File: config.mk
export PLATFORM = sky130hd
export DESIGN_NAME = cpu_debugger
export DESIGN_NICKNAME = d
export VERILOG_FILES = /design/src/dbg_pkg.sv /design/src/uart_pkg.sv /design/src/cpu_debugger.sv /design/src/dbg_cmd_ctrl.sv /design/src/dbg_mode_ctrl.sv /design/src/uart_link.sv /design/src/uart_rx.sv /design/src/uart_tx.sv
export VERILOG_INCLUDE_DIRS = /design/src
export SDC_FILE = /design/constraint.sdc
export NUM_CORES = 1
export LEC_CHECK = 0
export BUFFER_PORTS_ARGS = -buffer_cell sky130_fd_sc_hd__buf_2
export CORE_MARGIN = 10
export CORE_UTILIZATION = 43
export CTS_CLUSTER_DIAMETER = 50
export CTS_CLUSTER_SIZE = 14
export DETAILED_ROUTE_END_ITERATION = 8
export PLACE_DENSITY = 0.78
export SYNTH_ARGS = -nofsm -noshare
export SYNTH_HDL_FRONTEND = slang
export SYNTH_HIERARCHICAL = 1
export SYNTH_SLANG_ARGS = --single-unit
export TNS_END_PERCENT = 30
File: constraint.sdc
create_clock -name i_clk -period 2.54 [get_ports i_clk]
set_input_delay 0 -clock i_clk [delete_from_list [all_inputs] [get_ports i_clk]]
set_output_delay 0 -clock i_clk [all_outputs]
set_load 0.005 [all_outputs]
File: src/dbg_config.svh
`ifndef DBG_CONFIG_SVH
`define DBG_CONFIG_SVH

// Oversampling tick divider, set to 261 for the board clock
`define DBG_CLKS_PER_TICK      4
`define DBG_TICKS_PER_BIT      16    // Ticks in one serial bit

`define DBG_NUM_REGS           8     // Registers in the dump
`define DBG_WORD_W             32    // Processor word width
`define DBG_IF_ID_W            64    // IF/ID latch width

`define DBG_IMEM_AW            6     // Instruction memory address width

// Cycles the processor is held in reset after a load
`define DBG_PROG_RESET_CYCLES  16

`endif

File: src/dbg_pkg.sv
`include "dbg_config.svh"

package dbg_pkg;

    // Host command opcodes
    typedef enum logic [7:0] {
        CMD_DUMP_REGS  = 8'h01,
        CMD_DUMP_IF_ID = 8'h02,
        CMD_LOAD_PROG  = 8'h07,
        CMD_RUN        = 8'h08,
        CMD_DEBUG      = 8'h09,
        CMD_STEP       = 8'h0A,
        CMD_DUMP_PC    = 8'h11
    } dbg_cmd_e;

    typedef enum logic [3:0] {
        IDLE,
        SEND_BYTE,
        WAIT_TX,
        SEND_ACK,
        WAIT_ACK,
        GET_COUNT,
        GET_WORD,
        PROG_RESET
    } dbg_state_e;

    // Register 0 sits in the lowest word, the PC at the top
    typedef struct packed {
        logic [`DBG_WORD_W-1:0]                 pc;
        logic [`DBG_IF_ID_W-1:0]                if_id;
        logic [`DBG_NUM_REGS*`DBG_WORD_W-1:0]   regs;
    } cpu_snapshot_t;

    typedef struct packed {
        logic                    wr;      // One cycle per completed word
        logic [`DBG_IMEM_AW-1:0] addr;
        logic [`DBG_WORD_W-1:0]  data;
    } imem_wr_t;

    localparam logic [7:0] ACK_BYTE = 8'h52;    // ASCII 'R'

endpackage

File: src/uart_pkg.sv
package uart_pkg;

    // One byte on the serial line
    typedef logic [7:0] uart_byte_t;

    // Received byte with its single-cycle strobe
    typedef struct packed {
        logic       valid;    // High for one cycle per byte
        uart_byte_t data;     // Stable while valid is high
    } uart_rx_t;

endpackage

File: src/cpu_debugger.sv
`timescale 1ns/1ps

module cpu_debugger (
    input  logic                   i_clk,
    input  logic                   i_reset,
    input  logic                   i_uart_rx,
    output logic                   o_uart_tx,
    input  dbg_pkg::cpu_snapshot_t i_snapshot,
    output dbg_pkg::imem_wr_t      o_imem_wr,
    output logic                   o_mode,
    output logic                   o_step,
    output logic                   o_prog_reset
);
    import uart_pkg::*;
    import dbg_pkg::*;

    uart_rx_t   rx;
    logic       tx_start;
    uart_byte_t tx_data;
    logic       tx_busy;
    logic       cmd_valid;
    dbg_cmd_e   cmd;

    uart_link u_link (
        .i_clk      (i_clk),
        .i_reset    (i_reset),
        .i_uart_rx  (i_uart_rx),
        .o_uart_tx  (o_uart_tx),
        .o_rx       (rx),
        .i_tx_start (tx_start),
        .i_tx_data  (tx_data),
        .o_tx_busy  (tx_busy)
    );

    dbg_cmd_ctrl u_cmd (
        .i_clk        (i_clk),
        .i_reset      (i_reset),
        .i_rx         (rx),
        .i_snapshot   (i_snapshot),
        .o_tx_start   (tx_start),
        .o_tx_data    (tx_data),
        .i_tx_busy    (tx_busy),
        .o_cmd_valid  (cmd_valid),
        .o_cmd        (cmd),
        .o_imem_wr    (o_imem_wr),
        .o_prog_reset (o_prog_reset)
    );

    dbg_mode_ctrl u_mode (
        .i_clk       (i_clk),
        .i_reset     (i_reset),
        .i_cmd_valid (cmd_valid),
        .i_cmd       (cmd),
        .o_mode      (o_mode),
        .o_step      (o_step)
    );

endmodule

File: src/dbg_cmd_ctrl.sv
`timescale 1ns/1ps
`include "dbg_config.svh"

module dbg_cmd_ctrl (
    input  logic                   i_clk,
    input  logic                   i_reset,
    input  uart_pkg::uart_rx_t     i_rx,
    input  dbg_pkg::cpu_snapshot_t i_snapshot,
    output logic                   o_tx_start,
    output uart_pkg::uart_byte_t   o_tx_data,
    input  logic                   i_tx_busy,
    output logic                   o_cmd_valid,
    output dbg_pkg::dbg_cmd_e      o_cmd,
    output dbg_pkg::imem_wr_t      o_imem_wr,
    output logic                   o_prog_reset
);
    import dbg_pkg::*;

    localparam int SNAP_W     = $bits(cpu_snapshot_t);
    localparam int REG_BYTES  = `DBG_NUM_REGS * `DBG_WORD_W / 8;
    localparam int IFID_BYTES = `DBG_IF_ID_W / 8;
    localparam int PC_BYTES   = `DBG_WORD_W / 8;
    localparam int IDX_W      = $clog2(SNAP_W / 8 + 1);
    localparam int RST_W      = $clog2(`DBG_PROG_RESET_CYCLES);

    dbg_state_e             state;
    logic [IDX_W-1:0]       byte_idx;     // Byte offset into the snapshot
    logic [IDX_W-1:0]       bytes_left;
    logic [7:0]             words_left;
    logic [1:0]             byte_cnt;     // Byte position inside a word
    logic [RST_W-1:0]       rst_cnt;
    logic [`DBG_WORD_W-1:0] word_buf;
    logic                   wr_stb;
    logic [`DBG_IMEM_AW-1:0] wr_addr;
    logic [SNAP_W-1:0]      snap_bits;

    assign snap_bits    = i_snapshot;
    assign o_cmd        = dbg_cmd_e'(i_rx.data);
    assign o_cmd_valid  = i_rx.valid && (state == IDLE);
    assign o_tx_start   = (state == SEND_BYTE) || (state == SEND_ACK);
    assign o_tx_data    = (state == SEND_ACK) ? ACK_BYTE
                                              : snap_bits[{byte_idx, 3'b000} +: 8];
    assign o_prog_reset = (state == PROG_RESET);
    assign o_imem_wr    = '{wr: wr_stb, addr: wr_addr, data: word_buf};

    always_ff @(posedge i_clk or posedge i_reset) begin
        if (i_reset) begin
            state      <= IDLE;
            byte_idx   <= '0;
            bytes_left <= '0;
            words_left <= '0;
            byte_cnt   <= '0;
            rst_cnt    <= '0;
            wr_stb     <= 1'b0;
            wr_addr    <= '0;
        end else begin
            wr_stb <= 1'b0;
            if (wr_stb) wr_addr <= wr_addr + 1'b1;      // Advance after each write
            case (state)
                IDLE: if (i_rx.valid) begin
                    case (o_cmd)
                        CMD_DUMP_REGS: begin
                            byte_idx   <= '0;
                            bytes_left <= IDX_W'(REG_BYTES);
                            state      <= SEND_BYTE;
                        end
                        CMD_DUMP_IF_ID: begin
                            byte_idx   <= IDX_W'(REG_BYTES);
                            bytes_left <= IDX_W'(IFID_BYTES);
                            state      <= SEND_BYTE;
                        end
                        CMD_DUMP_PC: begin
                            byte_idx   <= IDX_W'(REG_BYTES + IFID_BYTES);
                            bytes_left <= IDX_W'(PC_BYTES);
                            state      <= SEND_BYTE;
                        end
                        CMD_LOAD_PROG: begin
                            wr_addr <= '0;
                            state   <= GET_COUNT;
                        end
                        default: state <= IDLE;           // Mode commands and unknown bytes
                    endcase
                end
                SEND_BYTE: state <= WAIT_TX;
                WAIT_TX: if (!i_tx_busy) begin
                    if (bytes_left == IDX_W'(1)) begin
                        state <= SEND_ACK;
                    end else begin
                        byte_idx   <= byte_idx + 1'b1;
                        bytes_left <= bytes_left - 1'b1;
                        state      <= SEND_BYTE;
                    end
                end
                SEND_ACK: state <= WAIT_ACK;
                WAIT_ACK: if (!i_tx_busy) state <= IDLE;
                GET_COUNT: if (i_rx.valid) begin
                    words_left <= i_rx.data;
                    byte_cnt   <= '0;
                    rst_cnt    <= '0;
                    state      <= (i_rx.data == 8'd0) ? PROG_RESET : GET_WORD;
                end
                GET_WORD: if (i_rx.valid) begin
                    byte_cnt <= byte_cnt + 1'b1;
                    if (byte_cnt == 2'd3) begin
                        wr_stb     <= 1'b1;
                        words_left <= words_left - 1'b1;
                        if (words_left == 8'd1) state <= PROG_RESET;
                    end
                end
                PROG_RESET: begin
                    rst_cnt <= rst_cnt + 1'b1;
                    if (rst_cnt == RST_W'(`DBG_PROG_RESET_CYCLES - 1)) state <= SEND_ACK;
                end
                default: state <= IDLE;
            endcase
        end
    end

    // Little-endian assembly, the first byte ends up in bits 7:0
    always_ff @(posedge i_clk) begin
        if (state == GET_WORD && i_rx.valid) begin
            word_buf <= {i_rx.data, word_buf[`DBG_WORD_W-1:8]};
        end
    end

endmodule

File: src/dbg_mode_ctrl.sv
`timescale 1ns/1ps

module dbg_mode_ctrl (
    input  logic              i_clk,
    input  logic              i_reset,
    input  logic              i_cmd_valid,
    input  dbg_pkg::dbg_cmd_e i_cmd,
    output logic              o_mode,
    output logic              o_step
);
    import dbg_pkg::*;

    // o_mode: 0 runs freely, 1 advances only on step pulses
    always_ff @(posedge i_clk or posedge i_reset) begin
        if (i_reset) begin
            o_mode <= 1'b0;
            o_step <= 1'b0;
        end else begin
            o_step <= 1'b0;                       // Pulse lasts one clock
            if (i_cmd_valid) begin
                case (i_cmd)
                    CMD_RUN: begin
                        o_mode <= 1'b0;
                    end
                    CMD_DEBUG,
                    CMD_LOAD_PROG: begin
                        o_mode <= 1'b1;           // Loading halts the core too
                    end
                    CMD_STEP: begin
                        o_step <= o_mode;         // No step in run mode
                    end
                    default: begin
                    end
                endcase
            end
        end
    end

endmodule

File: src/uart_link.sv
`timescale 1ns/1ps
`include "dbg_config.svh"

module uart_link (
    input  logic                 i_clk,
    input  logic                 i_reset,
    input  logic                 i_uart_rx,
    output logic                 o_uart_tx,
    output uart_pkg::uart_rx_t   o_rx,
    input  logic                 i_tx_start,
    input  uart_pkg::uart_byte_t i_tx_data,
    output logic                 o_tx_busy
);
    localparam int DIV_W = $clog2(`DBG_CLKS_PER_TICK);

    logic [DIV_W-1:0] div_cnt;
    logic             tick;

    // One tick every DBG_CLKS_PER_TICK clocks, shared by both directions
    always_ff @(posedge i_clk or posedge i_reset) begin
        if (i_reset) begin
            div_cnt <= '0;
            tick    <= 1'b0;
        end else begin
            tick    <= (div_cnt == DIV_W'(`DBG_CLKS_PER_TICK - 1));
            div_cnt <= (div_cnt == DIV_W'(`DBG_CLKS_PER_TICK - 1)) ? '0 : div_cnt + 1'b1;
        end
    end

    uart_rx u_rx (
        .i_clk   (i_clk),
        .i_reset (i_reset),
        .i_tick  (tick),
        .i_rx    (i_uart_rx),
        .o_rx    (o_rx)
    );

    uart_tx u_tx (
        .i_clk   (i_clk),
        .i_reset (i_reset),
        .i_tick  (tick),
        .i_start (i_tx_start),
        .i_data  (i_tx_data),
        .o_busy  (o_tx_busy),
        .o_tx    (o_uart_tx)
    );

endmodule

File: src/uart_rx.sv
`timescale 1ns/1ps
`include "dbg_config.svh"

module uart_rx (
    input  logic               i_clk,
    input  logic               i_reset,
    input  logic               i_tick,
    input  logic               i_rx,
    output uart_pkg::uart_rx_t o_rx
);
    import uart_pkg::*;

    localparam int TICK_W = $clog2(`DBG_TICKS_PER_BIT);
    localparam logic [TICK_W-1:0] HALF_BIT = TICK_W'(`DBG_TICKS_PER_BIT / 2 - 1);
    localparam logic [TICK_W-1:0] FULL_BIT = TICK_W'(`DBG_TICKS_PER_BIT - 1);

    typedef enum logic [1:0] {RX_IDLE, RX_START, RX_DATA, RX_STOP} rx_state_e;

    rx_state_e         state;
    logic              rx_meta;
    logic              rx_sync;
    logic [TICK_W-1:0] tick_cnt;
    logic [2:0]        bit_cnt;
    logic              rx_valid;
    uart_byte_t        rx_data;

    assign o_rx = '{valid: rx_valid, data: rx_data};

    always_ff @(posedge i_clk or posedge i_reset) begin
        if (i_reset) begin
            rx_meta  <= 1'b1;                   // Idle line is high
            rx_sync  <= 1'b1;
            state    <= RX_IDLE;
            tick_cnt <= '0;
            bit_cnt  <= '0;
            rx_valid <= 1'b0;
        end else begin
            rx_meta  <= i_rx;
            rx_sync  <= rx_meta;
            rx_valid <= 1'b0;
            case (state)
                RX_IDLE: begin
                    tick_cnt <= '0;
                    if (!rx_sync) state <= RX_START;
                end
                RX_START: if (i_tick) begin
                    if (tick_cnt == HALF_BIT) begin
                        tick_cnt <= '0;
                        bit_cnt  <= '0;
                        state    <= rx_sync ? RX_IDLE : RX_DATA;    // Reject glitches
                    end else begin
                        tick_cnt <= tick_cnt + 1'b1;
                    end
                end
                RX_DATA: if (i_tick) begin
                    tick_cnt <= tick_cnt + 1'b1;                   // Wraps at FULL_BIT
                    if (tick_cnt == FULL_BIT) begin
                        bit_cnt <= bit_cnt + 1'b1;
                        if (bit_cnt == 3'd7) state <= RX_STOP;
                    end
                end
                RX_STOP: if (i_tick) begin
                    tick_cnt <= tick_cnt + 1'b1;
                    if (tick_cnt == FULL_BIT) begin
                        rx_valid <= rx_sync;            // Drop framing errors
                        state    <= RX_IDLE;
                    end
                end
                default: state <= RX_IDLE;
            endcase
        end
    end

    // LSB arrives first
    always_ff @(posedge i_clk) begin
        if (state == RX_DATA && i_tick && tick_cnt == FULL_BIT) rx_data <= {rx_sync, rx_data[7:1]};
    end

endmodule

File: src/uart_tx.sv
`timescale 1ns/1ps
`include "dbg_config.svh"

module uart_tx (
    input  logic                 i_clk,
    input  logic                 i_reset,
    input  logic                 i_tick,
    input  logic                 i_start,
    input  uart_pkg::uart_byte_t i_data,
    output logic                 o_busy,
    output logic                 o_tx
);
    import uart_pkg::*;

    localparam int TICK_W = $clog2(`DBG_TICKS_PER_BIT);
    localparam logic [TICK_W-1:0] FULL_BIT = TICK_W'(`DBG_TICKS_PER_BIT - 1);

    typedef enum logic [2:0] {TX_IDLE, TX_ARM, TX_START, TX_DATA, TX_STOP} tx_state_e;

    tx_state_e         state;
    logic [TICK_W-1:0] tick_cnt;
    logic [2:0]        bit_cnt;
    logic              bit_end;
    uart_byte_t        shift;

    assign o_busy  = (state != TX_IDLE);
    assign bit_end = i_tick && (tick_cnt == FULL_BIT);

    always_ff @(posedge i_clk or posedge i_reset) begin
        if (i_reset) begin
            state    <= TX_IDLE;
            tick_cnt <= '0;
            bit_cnt  <= '0;
            o_tx     <= 1'b1;
        end else begin
            if (i_tick) tick_cnt <= tick_cnt + 1'b1;
            case (state)
                TX_IDLE: if (i_start) state <= TX_ARM;
                TX_ARM: if (i_tick) begin                   // Align start bit to a tick
                    o_tx     <= 1'b0;
                    tick_cnt <= '0;
                    bit_cnt  <= '0;
                    state    <= TX_START;
                end
                TX_START: if (bit_end) begin
                    o_tx  <= shift[0];
                    state <= TX_DATA;
                end
                TX_DATA: if (bit_end) begin
                    bit_cnt <= bit_cnt + 1'b1;
                    o_tx    <= (bit_cnt == 3'd7) ? 1'b1 : shift[0];
                    if (bit_cnt == 3'd7) state <= TX_STOP;
                end
                TX_STOP: if (bit_end) state <= TX_IDLE;
                default: state <= TX_IDLE;
            endcase
        end
    end

    always_ff @(posedge i_clk) begin
        if (state == TX_IDLE && i_start) shift <= i_data;
        else if ((state == TX_START || state == TX_DATA) && bit_end) shift <= shift >> 1;
    end

endmodule
==> impl_results.md, run 1 <==
- Status: complete, no violations
- PortBufs: between 300 and 400
- RSZ-0062 raised after global routing: false
- Via density: roughly 5.8
- Chip Height: ~160 um
- HP Class: in2async
- CP Cell Sequence: buf_12 > buf_4 > and2_1 > a22oi_1 > a21oi_1 > or3_1 > o22ai_1 > mux2_2
- Ys Warns: 6
- Ys async rst share: ~57%
- EDFF count, synth: 48
- Via count: ~8300
- Core area: 0.0188 mm2
- Leakage: roughly 4.7 nW
- Post-synthesis cell count: around 760
- Final wirelength: 33.9 mm
- Largest net degree at the start of global routing: 35
- Finished Cell Area: 0.0112 mm2
- CTS tree: built
- Clock transition at path regs: approximately 0.07 ns
- WP data arrival: between 2 and 3 ns
- Critical path required time: 2.65 ns
- Crit path time final: ~2.5 ns
- Max Cap Viol: 0
- Power Density: 357 mW/mm2
- Drt first pass iters: 5
- Vias in the first global route: around 8000
- Initial antenna violation count: 8
- Global-route wire length before repair: a little under 50 mm
- Fmax: 407 MHz
- Grt met3 use: under 10%
- Detailed placer's ending HPWL: 28.4 mm
- CP max FO: 15
- DIE AREA: around 0.025 mm2
- Die W: approximately 160 um
- Final setup viols: 0
- DRC violations left: 0
- Nature of the critical path endpoint: flop
- CTS Buf Count: 9
- GPL Wtd Cong: 1.04
- Setup Skew: between 0.01 and 0.015 ns
- Rel. slew slack: about a fifth
- Max H-tree Level: 3
- Kind of critical path: reg2reg
- Routed Antenna Nets: 0
- Met1 Track Usage GR: between 30% and 40%
- Clock Path Buffers: 2
- Final #Nets: approximately 1500
- Crit-path slowest cell: dfrtp_4
- Max-slew violations: 0
- Final setup TNS: 0 ns
- Core Util, Final: between 50% and 60%
- Placed cell count: between 1000 and 1500
- Worst slew pin tran: 1.22 ns
- Clock Sinks: roughly 110
- Clk_lat worst skew: roughly 0.36 ns
- Synth Flop Type: dfrtp_1
- Critical Path Max Stage Delay: ~0.50 ns
- Synthesized flop and latch total: between 100 and 150
- Ports: between 300 and 400
- Met2 GRT Util: a little over two fifths
- Layout cells sized above 1: between 40 and 50%
- Gr busiest metal: met2
- Overall Global Routing Usage: about a quarter
- Sequential area share after synthesis: between 30 and 40%
- Final Hold Fails: 0
- Max IR drop VDD: 0.320 mV
- Cell row count: 50
- Yosys cell types: 72
- Synthesized area per cell: 10.8 um2
- Startpoint Class: flop
- Synth-to-layout area growth: 35.3%
- Post-Layout Cell Count: approximately 1400
- Root buffer cell: clkbuf_16
- Dpl cell area: ~0.011 mm2
- Grt total ovfl: 0
- Mapped Area: 0.00827 mm2
- Starting Density: between 40% and 50%
- Detailed router's first-iteration violation count: 740
- Wirelength per Cell: about 23 um
- Final Cycle Share: just under 100%
- Syn nets: between 1000 and 1500
==> final cells by class <==
cell class	count	area, um2
Clock buffer	11	254
Antenna cell	9	22.5
Clock inverter	5	68.8
Multi-Input combinational cell	565	4820
Sequential cell	112	3060
Fill cell	1595	7650
Tap cell	260	325
Timing Repair Buffer	457	2550
Inverter	24	90.1
==> cell usage after synthesis (18+ instances only) <==
library cell / n / area [um2]
mux2i_1: 76 / 761
nand2_1: 47 / 176
dfrtp_1: 61 / 1530
inv_1: 24 / 90.1
mux4_2: 56 / 1260
a21oi_1: 45 / 225
clkbuf_1: 24 / 90.1
buf_2: 18 / 90.1
edfxtp_1: 48 / 1440
nor2_1: 50 / 188
o21ai_0: 44 / 220
==> routing by layer <==
metal	routed length [um]	share of wire (%)	vias to the layer above
met2	16400	48	478
met1	12600	37	3981
met5	23	0.068	-
li1	-	-	3798
met3	4070	12	52
met4	760	2.2	4
==> worst paths after layout <==
check,startpoint,endpoint,slack [ns],depth (start not counted)
max in group asynchronous,i_reset,u_cmd/byte_idx[0]$_DFFE_PP0P_,1.35,3
min reg2reg,u_link/u_rx/rx_meta$_DFF_PP1_,u_link/u_rx/rx_sync$_DFF_PP1_,0.36,0
max reg2reg,u_cmd/byte_idx[0]$_DFFE_PP0P_,u_link/u_tx/shift[0]$_DFFE_PP_,0.08,8
min,i_reset,u_mode/o_mode$_DFFE_PP0P_,0.12,3
max,u_cmd/byte_idx[0]$_DFFE_PP0P_,u_link/u_tx/shift[0]$_DFFE_PP_,0.08,8
min in group i_clk,i_uart_rx,u_link/u_rx/rx_meta$_DFF_PP1_,0.29,2
==> what timing repair did <==
item	CTS	global route
hold buffers	2	0
endpoints found under the hold margin	47	0
setup buffers	0	1
resized for setup	0	5
endpoints found under the setup margin	0	7
==> cells in the final DEF (no fill, tap or decap), types with 5 or more instances in the layout <==
| cell | n |
|---|---|
| buf_2 | 397 |
| a22oi_1 | 16 |
| a311oi_1 | 10 |
| or3_1 | 9 |
| buf_4 | 50 |
| mux2i_1 | 75 |
| nor3_1 | 16 |
| a21oi_1 | 45 |
| inv_1 | 24 |
| nand2b_1 | 8 |
| edfxtp_1 | 48 |
| diode_2 | 9 |
| nor2b_1 | 17 |
| a2111oi_0 | 7 |
| o22ai_1 | 10 |
| and2_1 | 5 |
| a31oi_1 | 7 |
| nand2_1 | 47 |
| buf_12 | 5 |
| a221oi_1 | 7 |
| o21ai_0 | 44 |
| clkbuf_16 | 11 |
| mux4_2 | 56 |
| nor3b_1 | 5 |
| mux2_2 | 10 |
| ha_1 | 16 |
| dfrtp_1 | 58 |
| nor2_1 | 50 |
| nor4_1 | 5 |
| nand4_1 | 7 |
| nand3_1 | 15 |
==> worst max-delay path: cells and delay by family (launching register included) <==
family	cells	cell delay (ns)
compound gates	3	0.41
buf+inv	2	0.35
flops	1	0.50
mux	1	0.27
simple gates	2	0.65
==> where the power goes <==
part | leakage [nW] | total (mW) | internal (mW) | switching (mW)
Combinational | 3.25 | 0.547 | 0.323 | 0.224
Sequential | 1.30 | 1.93 | 1.90 | 0.0298
Clock | 0.155 | 1.52 | 0.843 | 0.675
==> flip-flops by register name (all words and copies together) (netlist names), 2 cells and up, named ones only <==
register and count:
u_cmd/byte_cnt 2, u_cmd/byte_idx 6, u_cmd/bytes_left 6, u_cmd/rst_cnt 4
u_cmd/state 3, u_cmd/word_buf 32, u_cmd/words_left 8, u_cmd/wr_addr 6
u_link/div_cnt 2, u_link/u_rx/bit_cnt 3, u_link/u_rx/rx_data 8, u_link/u_rx/tick_cnt 4
u_link/u_tx/bit_cnt 3, u_link/u_tx/shift 8, u_link/u_tx/state 3
==> stage by stage <==
stage / hold WS, ns / setup slack, ns / power, mW
floorplan: -0.259 / 0.120 / 2.15
global placement: -0.0755 / 0.0695 / 2.49
detailed placement: -0.0790 / 0.0511 / 2.50
CTS: 0.0938 / 0.0394 / 4.03
global route: 0.107 / 0.000682 / 4.15
finish: 0.123 / 0.0801 / 3.99
==> cells by family (layout without fill, tap and decap cells) <==
| group | Yosys count | count (layout) | share of synthesized area, % |
|---|---|---|---|
| xor gates and xnor gates | 7 | 7 | 0.742 |
| DFF | 112 | 112 | 36.9 |
| adders and majority gates | 16 | 16 | 2.42 |
| AOI/OAI and AO/OA | 189 | 189 | 15.7 |
| other | 0 | 9 | 0 |
| and+or+nand+nor | 211 | 211 | 13.5 |
| muxes | 142 | 142 | 25.8 |
| buffers and inverters | 87 | 497 | 5.04 |
Power figures use the tool's default switching activity.
==> inputs of run 2 (changes only) <==
--- a/config.mk
+++ b/config.mk
@@ -6,9 +6,10 @@
 export SDC_FILE = /design/constraint.sdc
 export NUM_CORES = 1
 export LEC_CHECK = 0
+export ABC_AREA = 1
 export BUFFER_PORTS_ARGS = -buffer_cell sky130_fd_sc_hd__buf_2
 export CORE_MARGIN = 10
-export CORE_UTILIZATION = 43
+export CORE_UTILIZATION = 44
 export CTS_CLUSTER_DIAMETER = 50
 export CTS_CLUSTER_SIZE = 14
 export DETAILED_ROUTE_END_ITERATION = 8
==> impl_results.md, run 2 <==
- Status: complete, no violations
- Commonest non-fill, non-tap cell in the layout: buf_2
- HP Class: in2async
- Most frequent cell after synthesis: nand2_1
- RSZ-0062 raised after global routing: false
- Chip Height: 164 um
- Cell family with most CP delay: compound AO/OA/AOI/OAI gates
- Crit path time final: about 2.4 ns
- Critical path required time: ~2.6 ns
- Finished Cell Area: 0.0117 mm2
- Clock Path Buffers: 2
- Top reg by flops: u_cmd/word_buf
- Drt first pass iters: 5
- Post-Layout Cell Count: approximately 2100
- Final Cycle Share: a little over nine tenths
- Synth Flop Type: dfrtp_1
- Power, Total: between 4 and 5 mW
- Final #Nets: between 2000 and 2500
- Clock transition at path regs: approximately 0.08 ns
- Detailed router's first-iteration violation count: roughly 1200
- Area leader, netlist: dfrtp_1
- Max reg flops: 32
- Starting Density: a little under half
- Placed cell count: ~2000
- Fmax: roughly 410 MHz
- Top cell by count, worst path: nand2_1
- Routed Antenna Nets: 0
- Via count: between 10000 and 15000
- Final setup TNS: 0 ns
- Crit-path slowest cell: dfrtp_4
- Startpoint Class: flop
- Ports: 398
- CTS Buf Count: 9
- Placement Setup Slack: 0.231 ns
- Synth cell count leaders: nand2_1 (368), nor2_1 (234), nand3_1 (143)
- Power Density: roughly 350 mW/mm2
- Final setup viols: 0
- Max IR drop VDD: just under 0.4 mV
- CTS tree: built
- Post-synthesis cell count: approximately 1400
- Ys Warns: 6
- Largest net degree at the start of global routing: between 70 and 80
- Initial antenna violation count: 13
- Synthesized area per cell: roughly 6.4 um2
- Rel. slew slack: between 20 and 25%
- Dpl cell area: about 0.011 mm2
- EDFF count, synth: 48
- Max-slew violations: 0
- Sequential area share after synthesis: between 30% and 40%
- Via density: 5.27
- Worst slew pin tran: approximately 1.2 ns
- Ys async rst share: 57.1%
- Syn nets: 1800
- PortBufs: between 300 and 400
- Max Cap Viol: 0
- CTS resizes: 0
- Overall Global Routing Usage: between 20% and 30%
- Cell row count: 52
- Crit path buf inv count: 2
- WP data arrival: approximately 2.5 ns
- DIE AREA: around 0.027 mm2
- Final Hold Fails: 0
- Leakage: 6.25 nW
- Final wirelength: between 30 and 40 mm
- Filler Cell Count: roughly 2000
- Top post-synthesis cells by area: dfrtp_1 (17%), edfxtp_1 (16%), nand2_1 (15%)
- Setup Skew: about 0.011 ns
- Synthesized flop and latch total: roughly 110
- Critical Path Max Stage Delay: 0.48 ns
- Global-route wire length before repair: around 59 mm
- Layout cells sized above 1: between 20% and 30%
- Post-route setup slack: between 0.1 and 0.15 ns
- Die W: between 150 and 200 um
- Core Util, Final: roughly 58%
- CP Cell Sequence: inv_4 > buf_4 > o21ai_0 > a21oi_1 > nor2_1 > nand2_1 > nand3_1 > nand2_1 > mux2_2
- Grt total ovfl: 0
- Wirelength per Cell: slightly below 20 um
- Synth-to-layout area growth: 28.1%
- DRC violations left: 0
- Root buffer cell: clkbuf_16
- Core area: approximately 0.02 mm2
- Clk_lat worst skew: between 0.3 and 0.4 ns
- Detailed placer's ending HPWL: ~33 mm
- Synth top area share: 16.6%
- Nature of the critical path endpoint: flop
- GPL Wtd Cong: roughly 1.0
- CP max FO: 15
- Yosys cell types: 45
- Max H-tree Level: 3
- Vias in the first global route: 10600
- Mapped Area: 0.00917 mm2
- Most frequent cells in the layout: buf_2 (397), nand2_1 (368), nor2_1 (234)
- Kind of critical path: reg2reg
- Worst hold slack: between 0.1 and 0.15 ns
- Clock Sinks: between 100 and 150
run 2: changes by cell type after synthesis, moves of 15 or more:
cell | previous run | this run
inv_1 | 24 | 140
a22oi_1 | 16 | 1
inv_2 | 0 | 17
nor2_1 | 50 | 234
mux2i_1 | 76 | 0
nand3_1 | 15 | 143
o211ai_1 | 2 | 24
nor2b_1 | 17 | 0
buf_2 | 18 | 37
o21ai_0 | 44 | 124
nand2_1 | 47 | 368
o21ai_1 | 2 | 34
mux4_2 | 56 | 0
run 2: per-layer routing:
layer  up-vias  track usage (%)  part of all wire [%]
li1       5332                -                     -
met1      4994             33.5                    39
met2       522             47.5                    49
met3        77             6.68                   9.0
met4         0             11.9                   3.3
met5         -                0                     0
run 2: final timing paths:
path                                          startpoint                        endpoint  slack (ns)  cells after the start
max                        u_cmd/byte_idx[0]$_DFFE_PP0P_  u_link/u_tx/shift[1]$_DFFE_PP_        0.12                      9
min                                              i_reset         u_mode/o_step$_DFF_PP0_        0.13                      3
max reg2reg                u_cmd/byte_idx[0]$_DFFE_PP0P_  u_link/u_tx/shift[1]$_DFFE_PP_        0.12                      9
min reg2reg                u_link/u_rx/rx_meta$_DFF_PP1_   u_link/u_rx/rx_sync$_DFF_PP1_        0.36                      0
max in group asynchronous                        i_reset   u_cmd/byte_idx[0]$_DFFE_PP0P_        1.79                      4
min in group i_clk                             i_uart_rx   u_link/u_rx/rx_meta$_DFF_PP1_        0.29                      2
run 2: final cells by class:
class / instances / area [um2] / share of cell area, %
Inverter: 160 / 603 / 5.13
Timing Repair Buffer: 425 / 2300 / 19.6
Clock inverter: 6 / 67.6 / 0.575
Multi-Input combinational cell: 1077 / 5110 / 43.5
Sequential cell: 112 / 3050 / 26.0
Tap cell: 270 / 338 / 2.88
Antenna cell: 13 / 32.5 / 0.277
Clock buffer: 10 / 239 / 2.03
run 2: cell families after synthesis:
logic type,after synthesis,share of synthesized area (%)
fa+ha+maj,16,2.18
xor+xnor,12,1.15
compound gates,242,14.3
simple gates,800,37.2
buf+inv,240,11.0
mux,7,0.860
flops,112,33.2
run 2: report_power, final:
part           total [mW]  leakage, nW  internal (mW)  switching [mW]
Sequential           1.95         1.31           1.90          0.0445
Combinational       0.708         4.78          0.326           0.383
Clock                1.41        0.151          0.725           0.683
run 2: worst register-to-register path: cells and delay by family, from the launching register on:
kind,cells,cell delay (ns)
AO/OA/AOI/OAI,2,0.59
buffers and inverters,2,0.32
flip-flops,1,0.48
multiplexers,1,0.25
AND/OR/NAND/NOR,4,0.52
run 2: timing repair:
item | in CTS | in global routing
endpoints found under the hold margin | 62 | 0
setup buffers | 0 | 0
hold buffers | 2 | 0
